`config.mk`:
```
export PLATFORM = sky130hd
export DESIGN_NAME = ctrlUnit
export DESIGN_NICKNAME = d
export VERILOG_FILES = /design/src/common/ctrlPkg.sv /design/src/control/controlWordGen.sv /design/src/control/opDecoder.sv /design/src/control/stepSequencer.sv /design/src/design/ctrlUnit.sv
export VERILOG_INCLUDE_DIRS = /design/src /design/src/common
export SDC_FILE = /design/constraint.sdc
export NUM_CORES = 1
export LEC_CHECK = 0
export ABC_AREA = 1
export BUFFER_PORTS_ARGS = -buffer_cell sky130_fd_sc_hd__buf_4
export CAP_MARGIN = 5
export CORE_UTILIZATION = 30
export DETAILED_ROUTE_END_ITERATION = 7
export PLACE_DENSITY = 0.66
export SYNTH_ARGS = -nofsm -noshare
export SYNTH_HDL_FRONTEND = slang
export SYNTH_HIERARCHICAL = 1
export SYNTH_SLANG_ARGS = --single-unit
```
`constraint.sdc`:
```
create_clock -name clk -period 2 [get_ports clk]
set_input_delay 0.2 -clock clk [delete_from_list [all_inputs] [get_ports clk]]
set_output_delay 0.2 -clock clk [all_outputs]
set_load 0.01 [all_outputs]
```
`src/common/ctrlConsts.svh`:
```
`ifndef CTRL_CONSTS_SVH
`define CTRL_CONSTS_SVH

// Opcodes
`define CTRL_OP_RTYPE          6'b000000
`define CTRL_OP_ADDI           6'b001000
`define CTRL_OP_ADDIU          6'b001001

// R-type funct field
`define CTRL_FN_ADD            6'b100000
`define CTRL_FN_AND            6'b100100
`define CTRL_FN_SUB            6'b100010
`define CTRL_FN_SLL            6'b000000

// Multi-cycle step lengths
`define CTRL_FETCH_CYCLES      4
`define CTRL_SHIFT_CYCLES      3

// ALU function
`define CTRL_ALU_ADD           3'b001
`define CTRL_ALU_SUB           3'b010
`define CTRL_ALU_AND           3'b011
`define CTRL_ALU_PASS          3'b100

// ALU operand muxes
`define CTRL_SRCA_PC           2'b00
`define CTRL_SRCA_REGA         2'b01
`define CTRL_SRCB_REGB         3'b000
`define CTRL_SRCB_FOUR         3'b001
`define CTRL_SRCB_SHIFTED_IMM  3'b010  // Branch offset, word aligned
`define CTRL_SRCB_SIGNEXT_IMM  3'b011

`define CTRL_MEMADDR_PC        3'b010

`define CTRL_PCSRC_ALU_RESULT  2'b00
`define CTRL_PCSRC_ALUOUT_REG  2'b10

// Register file write port
`define CTRL_REGDST_RD         2'b00
`define CTRL_REGDST_STACK      2'b01  // Stack pointer, loaded at power-up
`define CTRL_REGDST_RT         2'b11
`define CTRL_WDATA_ALUOUT      3'b000
`define CTRL_WDATA_STACK_INIT  3'b011
`define CTRL_WDATA_SHIFT       3'b110

// Shifter
`define CTRL_SHIFT_HOLD        3'b000
`define CTRL_SHIFT_LOAD        3'b001
`define CTRL_SHIFT_LEFT        3'b010
`define CTRL_SHAMT_NONE        2'b00
`define CTRL_SHAMT_FIELD       2'b10

`endif

```
`src/common/ctrlPkg.sv`:
```
`include "ctrlConsts.svh"

package ctrlPkg;

    typedef enum logic [2:0] {
        aluAdd  = `CTRL_ALU_ADD,
        aluSub  = `CTRL_ALU_SUB,
        aluAnd  = `CTRL_ALU_AND,
        aluPass = `CTRL_ALU_PASS
    } aluOpT;

    typedef enum logic [1:0] {
        srcAPc   = `CTRL_SRCA_PC,
        srcARegA = `CTRL_SRCA_REGA
    } aluSrcAT;

    typedef enum logic [2:0] {
        srcBRegB       = `CTRL_SRCB_REGB,
        srcBFour       = `CTRL_SRCB_FOUR,
        srcBShiftedImm = `CTRL_SRCB_SHIFTED_IMM,
        srcBSignExtImm = `CTRL_SRCB_SIGNEXT_IMM
    } aluSrcBT;

    typedef enum logic [2:0] {
        memAddrPc = `CTRL_MEMADDR_PC
    } memAddrSelT;

    typedef enum logic [1:0] {
        pcSrcAluResult = `CTRL_PCSRC_ALU_RESULT,
        pcSrcAluOutReg = `CTRL_PCSRC_ALUOUT_REG
    } pcSrcT;

    typedef enum logic [1:0] {
        regDstRd    = `CTRL_REGDST_RD,
        regDstStack = `CTRL_REGDST_STACK,
        regDstRt    = `CTRL_REGDST_RT
    } regDstT;

    typedef enum logic [2:0] {
        wdAluOut      = `CTRL_WDATA_ALUOUT,
        wdStackInit   = `CTRL_WDATA_STACK_INIT,
        wdShiftResult = `CTRL_WDATA_SHIFT
    } writeDataSelT;

    typedef enum logic [2:0] {
        shiftHold = `CTRL_SHIFT_HOLD,
        shiftLoad = `CTRL_SHIFT_LOAD,
        shiftLeft = `CTRL_SHIFT_LEFT
    } shiftOpT;

    typedef enum logic [1:0] {
        shiftAmtNone  = `CTRL_SHAMT_NONE,
        shiftAmtShamt = `CTRL_SHAMT_FIELD
    } shiftAmtSelT;

    typedef struct packed {
        logic         pcWrite;
        logic         aWrite;
        logic         bWrite;
        logic         aluOutWrite;
        logic         memWrite;
        logic         irWrite;
        logic         regWrite;
        logic         shiftSrc;
        memAddrSelT   memAddrSel;
        aluSrcAT      aluSrcA;
        aluSrcBT      aluSrcB;
        aluOpT        aluOp;
        pcSrcT        pcSrc;
        regDstT       regDst;
        writeDataSelT writeDataSel;
        shiftOpT      shiftOp;
        shiftAmtSelT  shiftAmtSel;
    } controlWordT;

    typedef enum logic [2:0] {
        opAdd, opAnd, opSub, opSll, opAddi, opAddiu, opBad
    } opClassT;

    typedef enum logic [3:0] {
        Init, Fetch, Precalc, Precalc2, ExecAlu, ExecImm, SaveResult,
        ImmWriteback, ShiftSeq, TrapOverflow, TrapOpcode
    } stepT;

    typedef enum logic [1:0] {
        trapNone, trapOverflow, trapBadOpcode
    } trapT;

    typedef struct packed {
        logic [4:0] rd;
        logic [4:0] shamt;
        logic [5:0] funct;
    } rFieldsT;

    // Low halfword of the instruction, R-type fields or I-type immediate
    typedef union packed {
        rFieldsT     r;
        logic [15:0] imm;
    } instrLowT;

endpackage

```
`src/control/controlWordGen.sv`:
```
`timescale 1ns/1ps

module controlWordGen (
    input  ctrlPkg::stepT        step,
    input  logic [1:0]           subStep,
    input  ctrlPkg::opClassT     execClass,
    output ctrlPkg::controlWordT ctrl
);

    ctrlPkg::aluOpT   execAluOp;
    ctrlPkg::aluSrcBT execSrcB;

    always_comb begin
        case (execClass)
            ctrlPkg::opSub: execAluOp = ctrlPkg::aluSub;
            ctrlPkg::opAnd: execAluOp = ctrlPkg::aluAnd;
            default:        execAluOp = ctrlPkg::aluAdd;  // add, addi, addiu
        endcase
    end

    assign execSrcB = (execClass inside {ctrlPkg::opAddi, ctrlPkg::opAddiu}) ?
                      ctrlPkg::srcBSignExtImm : ctrlPkg::srcBRegB;

    always_comb begin
        // Idle word, no write enable set
        ctrl.pcWrite      = 1'b0;
        ctrl.aWrite       = 1'b0;
        ctrl.bWrite       = 1'b0;
        ctrl.aluOutWrite  = 1'b0;
        ctrl.memWrite     = 1'b0;
        ctrl.irWrite      = 1'b0;
        ctrl.regWrite     = 1'b0;
        ctrl.shiftSrc     = 1'b0;
        ctrl.memAddrSel   = ctrlPkg::memAddrPc;
        ctrl.aluSrcA      = ctrlPkg::srcAPc;
        ctrl.aluSrcB      = ctrlPkg::srcBRegB;
        ctrl.aluOp        = ctrlPkg::aluAdd;
        ctrl.pcSrc        = ctrlPkg::pcSrcAluOutReg;
        ctrl.regDst       = ctrlPkg::regDstRd;
        ctrl.writeDataSel = ctrlPkg::wdAluOut;
        ctrl.shiftOp      = ctrlPkg::shiftHold;
        ctrl.shiftAmtSel  = ctrlPkg::shiftAmtNone;

        case (step)
            ctrlPkg::Init: begin
                ctrl.regWrite     = 1'b1;
                ctrl.regDst       = ctrlPkg::regDstStack;
                ctrl.writeDataSel = ctrlPkg::wdStackInit;
            end
            ctrlPkg::Fetch: begin
                if (subStep == 2'd3) begin
                    ctrl.pcWrite = 1'b1;  // PC <= ALUOut (pc + 4)
                end else begin
                    ctrl.irWrite     = 1'b1;
                    ctrl.aluOutWrite = 1'b1;
                    ctrl.aluSrcB     = ctrlPkg::srcBFour;
                end
            end
            ctrlPkg::Precalc: begin
                // Speculative branch target
                ctrl.aluOutWrite = 1'b1;
                ctrl.aluSrcB     = ctrlPkg::srcBShiftedImm;
            end
            ctrlPkg::Precalc2: begin
                ctrl.aWrite = 1'b1;
                ctrl.bWrite = 1'b1;
            end
            ctrlPkg::ExecAlu, ctrlPkg::ExecImm: begin
                ctrl.aluOutWrite = 1'b1;
                ctrl.aluSrcA     = ctrlPkg::srcARegA;
                ctrl.aluSrcB     = execSrcB;
                ctrl.aluOp       = execAluOp;
            end
            ctrlPkg::SaveResult: begin
                ctrl.regWrite = 1'b1;
            end
            ctrlPkg::ImmWriteback: begin
                ctrl.regWrite = 1'b1;
                ctrl.regDst   = ctrlPkg::regDstRt;
            end
            ctrlPkg::ShiftSeq: begin
                ctrl.aluSrcA     = ctrlPkg::srcARegA;
                ctrl.aluOp       = ctrlPkg::aluPass;
                ctrl.shiftAmtSel = ctrlPkg::shiftAmtShamt;
                ctrl.shiftOp     = (subStep == 2'd0) ? ctrlPkg::shiftLoad : ctrlPkg::shiftLeft;
                if (subStep == 2'd2) begin
                    ctrl.regWrite     = 1'b1;
                    ctrl.writeDataSel = ctrlPkg::wdShiftResult;
                end
            end
            default: begin
            end
        endcase

        // IR and register file share the fetch bus timing
        assert (!(ctrl.irWrite && ctrl.regWrite))
            else $error("irWrite and regWrite both set in step %s", step.name());
    end

endmodule

```
`src/control/opDecoder.sv`:
```
`timescale 1ns/1ps
`include "ctrlConsts.svh"

module opDecoder (
    input  logic [5:0]        opcode,
    input  ctrlPkg::instrLowT instrLow,
    output ctrlPkg::opClassT  opClass
);

    ctrlPkg::opClassT rClass;

    // Funct decode, only meaningful for R-type opcodes
    always_comb begin
        case (instrLow.r.funct)
            `CTRL_FN_ADD: begin
                rClass = ctrlPkg::opAdd;
            end
            `CTRL_FN_AND: begin
                rClass = ctrlPkg::opAnd;
            end
            `CTRL_FN_SUB: begin
                rClass = ctrlPkg::opSub;
            end
            `CTRL_FN_SLL: begin
                rClass = ctrlPkg::opSll;
            end
            default: begin
                rClass = ctrlPkg::opBad;  // mult, div, jr, other shifts...
            end
        endcase
    end

    always_comb begin
        case (opcode)
            `CTRL_OP_RTYPE: begin
                opClass = rClass;
            end
            `CTRL_OP_ADDI: begin
                opClass = ctrlPkg::opAddi;
            end
            `CTRL_OP_ADDIU: begin
                opClass = ctrlPkg::opAddiu;
            end
            // Loads, stores, branches and jumps are not supported
            default: begin
                opClass = ctrlPkg::opBad;
            end
        endcase
    end

endmodule

```
`src/control/stepSequencer.sv`:
```
`timescale 1ns/1ps
`include "ctrlConsts.svh"

module stepSequencer (
    input  logic             clk,
    input  logic             reset,
    input  ctrlPkg::opClassT opClass,
    input  logic             overflow,
    output ctrlPkg::stepT    step,
    output logic [1:0]       subStep,
    output ctrlPkg::opClassT execClass,
    output ctrlPkg::trapT    trap
);

    localparam logic [1:0] fetchLast = 2'(`CTRL_FETCH_CYCLES - 1);
    localparam logic [1:0] shiftLast = 2'(`CTRL_SHIFT_CYCLES - 1);

    ctrlPkg::stepT nextStep;
    ctrlPkg::stepT execStep;
    logic [1:0]    nextSubStep;

    // First execute step for the freshly decoded instruction
    always_comb begin
        case (opClass)
            ctrlPkg::opAdd, ctrlPkg::opAnd, ctrlPkg::opSub: begin
                execStep = ctrlPkg::ExecAlu;
            end
            ctrlPkg::opAddi, ctrlPkg::opAddiu: begin
                execStep = ctrlPkg::ExecImm;
            end
            ctrlPkg::opSll: begin
                execStep = ctrlPkg::ShiftSeq;
            end
            default: begin
                execStep = ctrlPkg::TrapOpcode;
            end
        endcase
    end

    always_comb begin
        nextStep    = step;
        nextSubStep = 2'd0;
        case (step)
            ctrlPkg::Init: begin
                nextStep = ctrlPkg::Fetch;
            end
            ctrlPkg::Fetch: begin
                if (subStep == fetchLast) begin
                    nextStep = ctrlPkg::Precalc;
                end else begin
                    nextSubStep = subStep + 2'd1;
                end
            end
            ctrlPkg::Precalc: begin
                nextStep = ctrlPkg::Precalc2;
            end
            ctrlPkg::Precalc2: begin
                nextStep = execStep;
            end
            ctrlPkg::ExecAlu: begin
                nextStep = ctrlPkg::SaveResult;
            end
            ctrlPkg::SaveResult: begin
                nextStep = overflow ? ctrlPkg::TrapOverflow : ctrlPkg::Fetch;
            end
            ctrlPkg::ExecImm: begin
                // addiu never traps
                if (overflow && execClass == ctrlPkg::opAddi) begin
                    nextStep = ctrlPkg::TrapOverflow;
                end else begin
                    nextStep = ctrlPkg::ImmWriteback;
                end
            end
            ctrlPkg::ImmWriteback: begin
                nextStep = ctrlPkg::Fetch;
            end
            ctrlPkg::ShiftSeq: begin
                if (subStep == shiftLast) begin
                    nextStep = ctrlPkg::Fetch;
                end else begin
                    nextSubStep = subStep + 2'd1;
                end
            end
            default: begin
                nextStep = step;  // Traps wait for reset
            end
        endcase
    end

    always_ff @(posedge clk) begin
        if (reset) begin
            step      <= ctrlPkg::Init;
            subStep   <= 2'd0;
            execClass <= ctrlPkg::opAdd;
        end else begin
            step    <= nextStep;
            subStep <= nextSubStep;
            if (step == ctrlPkg::Precalc2) begin
                execClass <= opClass;
            end
        end
    end

    always_comb begin
        case (step)
            ctrlPkg::TrapOverflow: trap = ctrlPkg::trapOverflow;
            ctrlPkg::TrapOpcode:   trap = ctrlPkg::trapBadOpcode;
            default:               trap = ctrlPkg::trapNone;
        endcase
    end

    // Sub-step only counts inside the multi-cycle steps
    aSubStepRange: assert property (@(posedge clk) disable iff (reset)
        (step == ctrlPkg::ShiftSeq |-> subStep <= shiftLast) and
        (!(step inside {ctrlPkg::Fetch, ctrlPkg::ShiftSeq}) |-> subStep == 2'd0))
        else $error("subStep out of range in step %s", step.name());

    aTrapHolds: assert property (@(posedge clk) disable iff (reset)
        step inside {ctrlPkg::TrapOverflow, ctrlPkg::TrapOpcode} |=> step == $past(step))
        else $error("trap step left without reset");

    aBadOnlyInTrap: assert property (@(posedge clk) disable iff (reset)
        execClass == ctrlPkg::opBad |-> step == ctrlPkg::TrapOpcode)
        else $error("bad opcode class reached step %s", step.name());

endmodule

```
`src/design/ctrlUnit.sv`:
```
`timescale 1ns/1ps

module ctrlUnit (
    input  logic                 clk,
    input  logic                 reset,
    input  logic [5:0]           opcode,
    input  ctrlPkg::instrLowT    instrLow,
    input  logic                 overflow,
    output ctrlPkg::controlWordT ctrl,
    output ctrlPkg::trapT        trap
);

    ctrlPkg::opClassT opClass;    // Live decode of the IR
    ctrlPkg::opClassT execClass;  // Held from Precalc2
    ctrlPkg::stepT    step;
    logic [1:0]       subStep;

    opDecoder decoder (
        .opcode   (opcode),
        .instrLow (instrLow),
        .opClass  (opClass)
    );

    stepSequencer sequencer (
        .clk       (clk),
        .reset     (reset),
        .opClass   (opClass),
        .overflow  (overflow),
        .step      (step),
        .subStep   (subStep),
        .execClass (execClass),
        .trap      (trap)
    );

    // Moore outputs, depend only on registered state
    controlWordGen wordGen (
        .step      (step),
        .subStep   (subStep),
        .execClass (execClass),
        .ctrl      (ctrl)
    );

endmodule

```
==> results of run 1 <==
==> metrics by stage <==
stage	instances	setup WS, ns	power, µW	area [µm²]	hold WS, ns
6_report	265	0.3803	1248	1341	0.1389
5_1_grt	265	0.2117	1401	1341	0.1271
4_1_cts	265	0.3837	1256	1341	0.1309
3_5_place_dp	261	0.6665	1108	1314	0.4212
3_3_place_gp	261	0.6742	1105	1314	0.4231
2_1_floorplan	192	0.6556	826.4	1084	0.2691
==> power groups by stage <==
stage / logic [µW] / clock network (µW) / registers, µW
floorplan: 531 / 0 / 295
global placement: 785 / 0 / 320
detailed placement: 788 / 0 / 319
CTS: 790 / 151 / 315
global route: 906 / 166 / 329
finish: 786 / 145 / 316
==> area by class of cell <==
cell class / count / area, µm²
timing repair buffer: 36 / 270.3
multi-input combinational: 139 / 689.4
sequential: 9 / 180.2
tap: 46 / 57.56
inverter: 31 / 116.4
clock buffer: 3 / 22.52
clock inverter: 1 / 5.005
fill: 387 / 1996
==> synthesized netlist by cell type <==
cell type | n | share of area
nand2_1 | 39 | 0.14
inv_1 | 30 | 0.11
nor2_1 | 27 | 0.097
nand3_1 | 18 | 0.086
buf_4 | 13 | 0.093
a21oi_1 | 10 | 0.048
dfxtp_1 | 9 | 0.17
nand2_2 | 5 | 0.030
nor2_2 | 5 | 0.030
ha_1 | 4 | 0.048
o21ai_0 | 4 | 0.019
nand4_1 | 3 | 0.018
nor2_4 | 3 | 0.032
conb_1 | 2 | 0.0072
nand3b_1 | 2 | 0.014
nor3_1 | 2 | 0.0095
and2_1 | 1 | 0.0060
inv_2 | 1 | 0.0036
nand2_4 | 1 | 0.011
nand3_2 | 1 | 0.0095
nor3_2 | 1 | 0.0095
o21a_1 | 1 | 0.0072
o21ai_1 | 1 | 0.0048
==> layer usage <==
metal	routed length, µm	part of all wire
met1	969	0.45
met2	1042	0.49
met3	98	0.046
met4	25	0.012
met5	0	0
==> logic make-up after synthesis <==
logic type / Yosys count / synth area share
AND/OR/NAND/NOR: 108 / 0.4911
buffers and inverters: 44 / 0.2038
AO/OA/AOI/OAI: 16 / 0.07867
flip-flops: 9 / 0.1716
adder cells (fa/ha/maj): 4 / 0.04768
other: 2 / 0.007154
==> state kept, by name, summed over array words and instances (netlist names) <==
signal	flops
sequencer/step	4
sequencer/execClass	3
sequencer/subStep	2
==> worst paths after layout <==
path | depth (start not counted) | slack (ns) | end
worst min register to register | 2 | 0.48 | sequencer/execClass[0]$_SDFFE_PP0P_
worst max register to register | 8 | 0.63 | sequencer/step[0]$_SDFFE_PP0P_
worst min-delay path | 2 | 0.14 | sequencer/execClass[2]$_SDFFE_PP0P_
worst max-delay path | 3 | 0.38 | ctrl[28]
==> impl_metrics.py, run 1 <==
metrics = {
    "route": {
        "vias": 1124,
        "avgRoutedWirePerCell_um": 8.060,
        "dr.pass1.iters": 6,
        "viasPerCell": 4.242,
        "ant_nets": 0,
        "drc_errors": 0,
        "routed_wl_um": 2136,
        "drt_iter0_drc": 36,
    },
    "logic_synthesis": {
        "netlist_area_um2": 1050,
        "netlist_instances": 183,
        "yosys_warnings": 6,
        "ys_types": 23,
        "syn_area_per_cell_um2": 5.736,
        "seq_area_frac_synth": 0.1716,
        "synth_seq_cells": 9,
    },
    "setup_path": {
        "max_stage_delay_ns": 0.60,
        "worstPathArrival_ns": 1.42,
        "cp_cell_sequence": "nand2_1 > nor3_1 > buf_4",
        "cp_top_family": "flip-flops",
        "cp_slowest_cell": "dfxtp_1",
        "crit_required_ns": 1.80,
        "crit_path_end_kind": "output pin",
        "path_class": "register to output pin",
        "cp-startpoint": "sequencer/step[1]$_SDFFE_PP0P_",
        "reg2reg_from": "sequencer/step[1]$_SDFFE_PP0P_",
        "crit_fanout": 13,
        "crit_path_start_kind": "register",
        "path_buf_inv": 1,
    },
    "global_route": {
        "met3_usage": 0.01891,
        "antenna_found_initial": 0,
        "met2_usage": 0.2267,
        "grt_pass1_vias": 948,
        "grt_pass1_wl_um": 3684,
        "grt.busiest_layer": "met2",
        "grt-ovfl-total": 0,
        "met1_usage": 0.1534,
        "grt_max_degree": 14,
        "grt_usage": 0.1299,
    },
    "sta": {
        "timing.setup.tns_ns": 0,
        "rsz0062_at_grt": "false",
        "drv_slew": 0,
        "post-route-period-util": 0.8099,
        "min_period_ns": 1.620,
        "finalClockSkew_ns": 0.007874,
        "finalHoldViolCount": 0,
        "setup_violations": 0,
        "clock.fmax_mhz": 617.4,
    },
    "die": {
        "io_pins": 58,
        "placementRows": 21,
        "coreArea_um2": 3337,
        "dieHeight_um": 61.16,
        "die_w_um": 61.16,
        "die_area_um2": 3740,
        "start_util": 0.3146,
    },
    "finish": {
        "layout-drive-gt1-share": 0.2603,
        "diodes": 0,
        "final_cell_mix": "39 x nand2_1, 36 x buf_4, 30 x inv_1",
        "fin_util": 0.4020,
        "mostFrequentLayoutCell": "nand2_1",
        "nets": 249,
        "synthToLayoutAreaGrowth_pct": 27.77,
    },
    "place": {
        "gp_congestion": 0.8952,
        "hpwl_um": 1797,
        "port_buffers": 36,
    },
    "worst_hold_path": {
        "hold_path.class": "input pin to register",
        "hold_path_startpoint": "reset",
    },
    "power": {
        "clock_power_share": 0.116,
        "p_int_uw": 641.0,
        "ir_drop_mv": 0.2772,
        "p_sw_uw": 606.6,
        "p_seq_frac": 0.254,
        "total_leakage_power_uw": 0.0006833,
        "p_sw_frac": 0.4862,
        "comb_power_share": 0.630,
        "power_density_nw_per_um2": 930.2,
    },
    "clock_tree": {
        "postCtsSetupBuffers": 0,
        "clkTransAtPathRegs_ns": 0.07,
        "clock-sinks": 9,
        "clk_path_buf_depth": 2,
        "cts_resized": 0,
        "cts_tree": "done",
        "hold_buffers": 0,
        "htreeDepth": 1,
        "clk-insertion-delay-late_ns": 0.27,
        "root_buffer": "clkbuf_4",
        "numCtsBuffers": 3,
    },
    "run_status": {
        "status": "finished, final reports clean",
    },
    "run": {
        "cap_viol_max_count": 0,
    },
}
No activity file was read; power rests on OpenSTA's default activity.
==> run 2: changes to the inputs <==
--- a/config.mk
+++ b/config.mk
@@ -6,12 +6,12 @@
 export SDC_FILE = /design/constraint.sdc
 export NUM_CORES = 1
 export LEC_CHECK = 0
-export ABC_AREA = 1
+export ABC_AREA = 0
 export BUFFER_PORTS_ARGS = -buffer_cell sky130_fd_sc_hd__buf_4
 export CAP_MARGIN = 5
 export CORE_UTILIZATION = 30
 export DETAILED_ROUTE_END_ITERATION = 7
-export PLACE_DENSITY = 0.66
+export PLACE_DENSITY = 0.68
 export SYNTH_ARGS = -nofsm -noshare
 export SYNTH_HDL_FRONTEND = slang
 export SYNTH_HIERARCHICAL = 1
==> constraint.sdc (replaced) <==
create_clock -name clk -period 1.3 [get_ports clk]
set_input_delay 0.13 -clock clk [delete_from_list [all_inputs] [get_ports clk]]
set_output_delay 0.13 -clock clk [all_outputs]
set_load 0.01 [all_outputs]
==> run 2 against run 1 <==
Net effect: the run now ends with setup timing left; sequential share of layout area is 3.6 points lower; cell count is 1.1% higher; clock power is 59% higher; global-route usage is 4.4 points higher; core utilization is 21 points higher; power is 7.8% higher; setup slack worse by 0.65 ns; clock skew is 0.0048 ns lower; die area is 0.23% higher; largest cell class unchanged.
==> impl_metrics.py, run 2 <==
metrics = {
    "die": {
        "die_w_um": 61.23,
        "start_util": 0.3153,
        "dieHeight_um": 61.23,
        "io_pins": 58,
        "placementRows": 21,
        "die_area_um2": 3749,
        "coreArea_um2": 3337,
    },
    "logic_synthesis": {
        "netlist.area_leader.share": 0.1712,
        "synth_flop_cell": "dfxtp_1",
        "ys_types": 43,
        "netlist_instances": 142,
        "netlist_area_um2": 1052,
        "synth_area_leaders": "dfxtp_1 17%, buf_4 9.3%, nor2_1 5.4%",
        "synth_top_area_cell": "dfxtp_1",
        "synthArstFlopShare": 0,
        "synth_edf_count": 0,
        "synth_seq_cells": 9,
        "yosys_warnings": 6,
        "synth_most_common_cell": "nor2_1",
        "seq_area_frac_synth": 0.1712,
        "netlist_top_cells_count": "15 x nor2_1, 13 x buf_4, 12 x nand2_1",
        "syn_area_per_cell_um2": 7.410,
    },
    "place": {
        "gp_congestion": 0.7492,
        "hpwl_um": 1998,
        "port_buffers": 36,
    },
    "global_route": {
        "met1_usage": 0.1949,
        "antenna_found_initial": 0,
        "met2_usage": 0.3463,
        "grt_usage": 0.1740,
        "grt_max_degree": 13,
        "met3_usage": 0.006303,
        "grt.busiest_layer": "met2",
        "grt_pass1_wl_um": 4912,
        "grt_pass1_vias": 1125,
        "grt-ovfl-total": 0,
    },
    "finish": {
        "final_cell_mix": "58 x buf_4, 26 x buf_6, 11 x nor2_1, 11 x conb_1, 9 x nand2_1",
        "nets": 252,
        "largest_register": "sequencer/step",
        "largest_reg_flops": 4,
        "layout-drive-gt1-share": 0.6306,
        "mostFrequentLayoutCell": "buf_4",
        "synthToLayoutAreaGrowth_pct": 92.63,
        "top_regs": "sequencer/step (4), sequencer/execClass (3), sequencer/subStep (2)",
        "diodes": 0,
        "fin_util": 0.6074,
    },
    "clock_tree": {
        "clock-sinks": 9,
        "clk-insertion-delay-late_ns": 0.27,
        "numCtsBuffers": 3,
        "cts_tree": "done",
        "clk_path_buf_depth": 2,
        "root_buffer": "clkbuf_4",
        "clkTransAtPathRegs_ns": 0.07,
        "htreeDepth": 1,
    },
    "route": {
        "drt_iter0_drc": 46,
        "viasPerCell": 4.754,
        "ant_nets": 0,
        "avgRoutedWirePerCell_um": 12.69,
        "vias": 1274,
        "drc_errors": 0,
        "dr.pass1.iters": 4,
        "routed_wl_um": 3402,
    },
    "power": {
        "comb_power_share": 0.580,
        "total_leakage_power_uw": 0.0008887,
        "p_sw_uw": 498.8,
        "clock_power_share": 0.172,
        "p_seq_frac": 0.248,
        "p_int_uw": 845.7,
        "power_density_nw_per_um2": 663.3,
        "p_sw_frac": 0.3710,
        "ir_drop_mv": 0.2220,
    },
    "setup_path": {
        "reg2reg_depth": 7,
        "crit_path_end_kind": "output pin",
        "max_stage_delay_ns": 0.38,
        "crit_path_start_kind": "register",
        "reg2reg_from": "sequencer/step[3]$_SDFFE_PP0P_",
        "r2r_end": "sequencer/step[1]$_SDFFE_PP0P_",
        "cp_slowest_cell": "a2111oi_4",
        "cp_cell_sequence": "nand2b_4 > a2111oi_4 > o21bai_1 > buf_4",
        "path_class": "register to output pin",
        "rrSetupSlack_ns": -0.12,
        "crit_required_ns": 1.17,
        "crit_fanout": 3,
        "worstPathArrival_ns": 1.44,
        "cp_top_family": "compound AO/OA/AOI/OAI gates",
        "path_buf_inv": 1,
    },
    "worst_hold_path": {
        "hold_path_startpoint": "reset",
        "hold_path.class": "input pin to register",
        "whs_endpoint": "sequencer/step[0]$_SDFFE_PP0P_",
        "min_path_cells": 2,
    },
    "sta": {
        "hold-worst-slack_ns": 0.09005,
        "clock.fmax_mhz": 636.7,
        "drv_slew": 0,
        "min_period_ns": 1.571,
        "finalHoldViolCount": 0,
        "post-route-period-util": 1.208,
        "setup_violations": 27,
        "rsz0062_at_grt": "true",
        "finalClockSkew_ns": 0.003035,
        "layout_setup_ws_ns": -0.2706,
    },
    "run_status": {
        "status": "finished with violations",
        "violations": "setup timing",
    },
    "run": {
        "cap_viol_max_count": 0,
    },
}
## run 2: changes by cell type after synthesis, sizes merged, moves of 7 or more
cell and delta:
buf +7, nor2 -20, nand2 -33, inv -21, nand3 -17
## run 2: area by class of cell
cell class | count | area (µm²)
timing repair buffer | 87 | 783.3
multi-input combinational | 112 | 917.1
sequential | 9 | 200.2
inverter | 10 | 42.54
tap | 46 | 57.56
fill | 290 | 1310
clock buffer | 4 | 26.28
## run 2: through the flow
stage / std cells / worst slack (ns) / power, µW / TNS [ns] / instance area (µm²)
6_report: 268 / -0.2706 / 1345 / -3.367 / 2027
2_1_floorplan: 151 / -0.2064 / 656.5 / -0.7250 / 1097
3_3_place_gp: 238 / -0.3624 / 845.3 / -1.504 / 1469
5_1_grt: 268 / -0.3218 / 1424 / -5.119 / 2027
4_1_cts: 257 / -0.2498 / 1222 / -3.113 / 1844
3_5_place_dp: 238 / -0.4189 / 855.2 / -1.799 / 1469
## run 2: worst register-to-register path, delay by kind of cell (launching register included)
family,cells,cell delay (ns)
buffers and inverters,3,0.36
DFF,1,0.36
AOI/OAI and AO/OA,3,0.48
and+or+nand+nor,1,0.13
## run 2: repair_timing
action | in CTS | in global routing
cloned | 0 | 1
pin swaps | 17 | 11
setup endpoints to repair | 26 | 31
hold buffers | 0 | 0
gates resized for setup | 62 | 22
setup buffers | 15 | 10
## run 2: logic make-up (layout without fill, tap and decap cells)
logic type	Yosys count	in the layout	share of synthesized area
buffers and inverters	30	101	0.1748
AOI/OAI and AO/OA	29	29	0.1974
and+or+nand+nor	61	61	0.3377
adders and majority gates	5	5	0.05708
xor gates and xnor gates	2	2	0.01665
DFF	9	9	0.1712
muxes	4	4	0.03805
other	2	11	0.007137
## run 2: how the worst max path moves through the flow
| stage | cells past startpoint | slack, ns | endpoint | start |
|---|---|---|---|---|
| 6_report | 4 | -0.27 | ctrl[24] | sequencer/subStep[0]$_SDFF_PP0_ |
| 5_1_grt | 4 | -0.32 | ctrl[24] | sequencer/subStep[0]$_SDFF_PP0_ |
| 4_1_cts | 4 | -0.25 | ctrl[24] | sequencer/step[3]$_SDFFE_PP0P_ |
| 3_5_place_dp | 8 | -0.42 | sequencer/step[3]$_SDFFE_PP0P_ | instrLow[1] |
| 3_3_place_gp | 8 | -0.36 | sequencer/step[3]$_SDFFE_PP0P_ | instrLow[1] |
| 2_1_floorplan | 7 | -0.21 | sequencer/step[0]$_SDFFE_PP0P_ | instrLow[1] |
## run 2: power groups by stage
stage	sequential [µW]	clock (µW)	combinational [µW]
6_report	333	231	780
4_1_cts	331	221	669
3_5_place_dp	338	0	518
3_3_place_gp	337	0	508
2_1_floorplan	336	0	320
5_1_grt	337	243	844
## run 2: layer usage
| layer | part of all wire | vias up |
|---|---|---|
| met3 | 0.034 | 2 |
| met5 | 0 | - |
| met4 | 0.0076 | 0 |
| met2 | 0.58 | 47 |
| li1 | - | 633 |
| met1 | 0.38 | 592 |
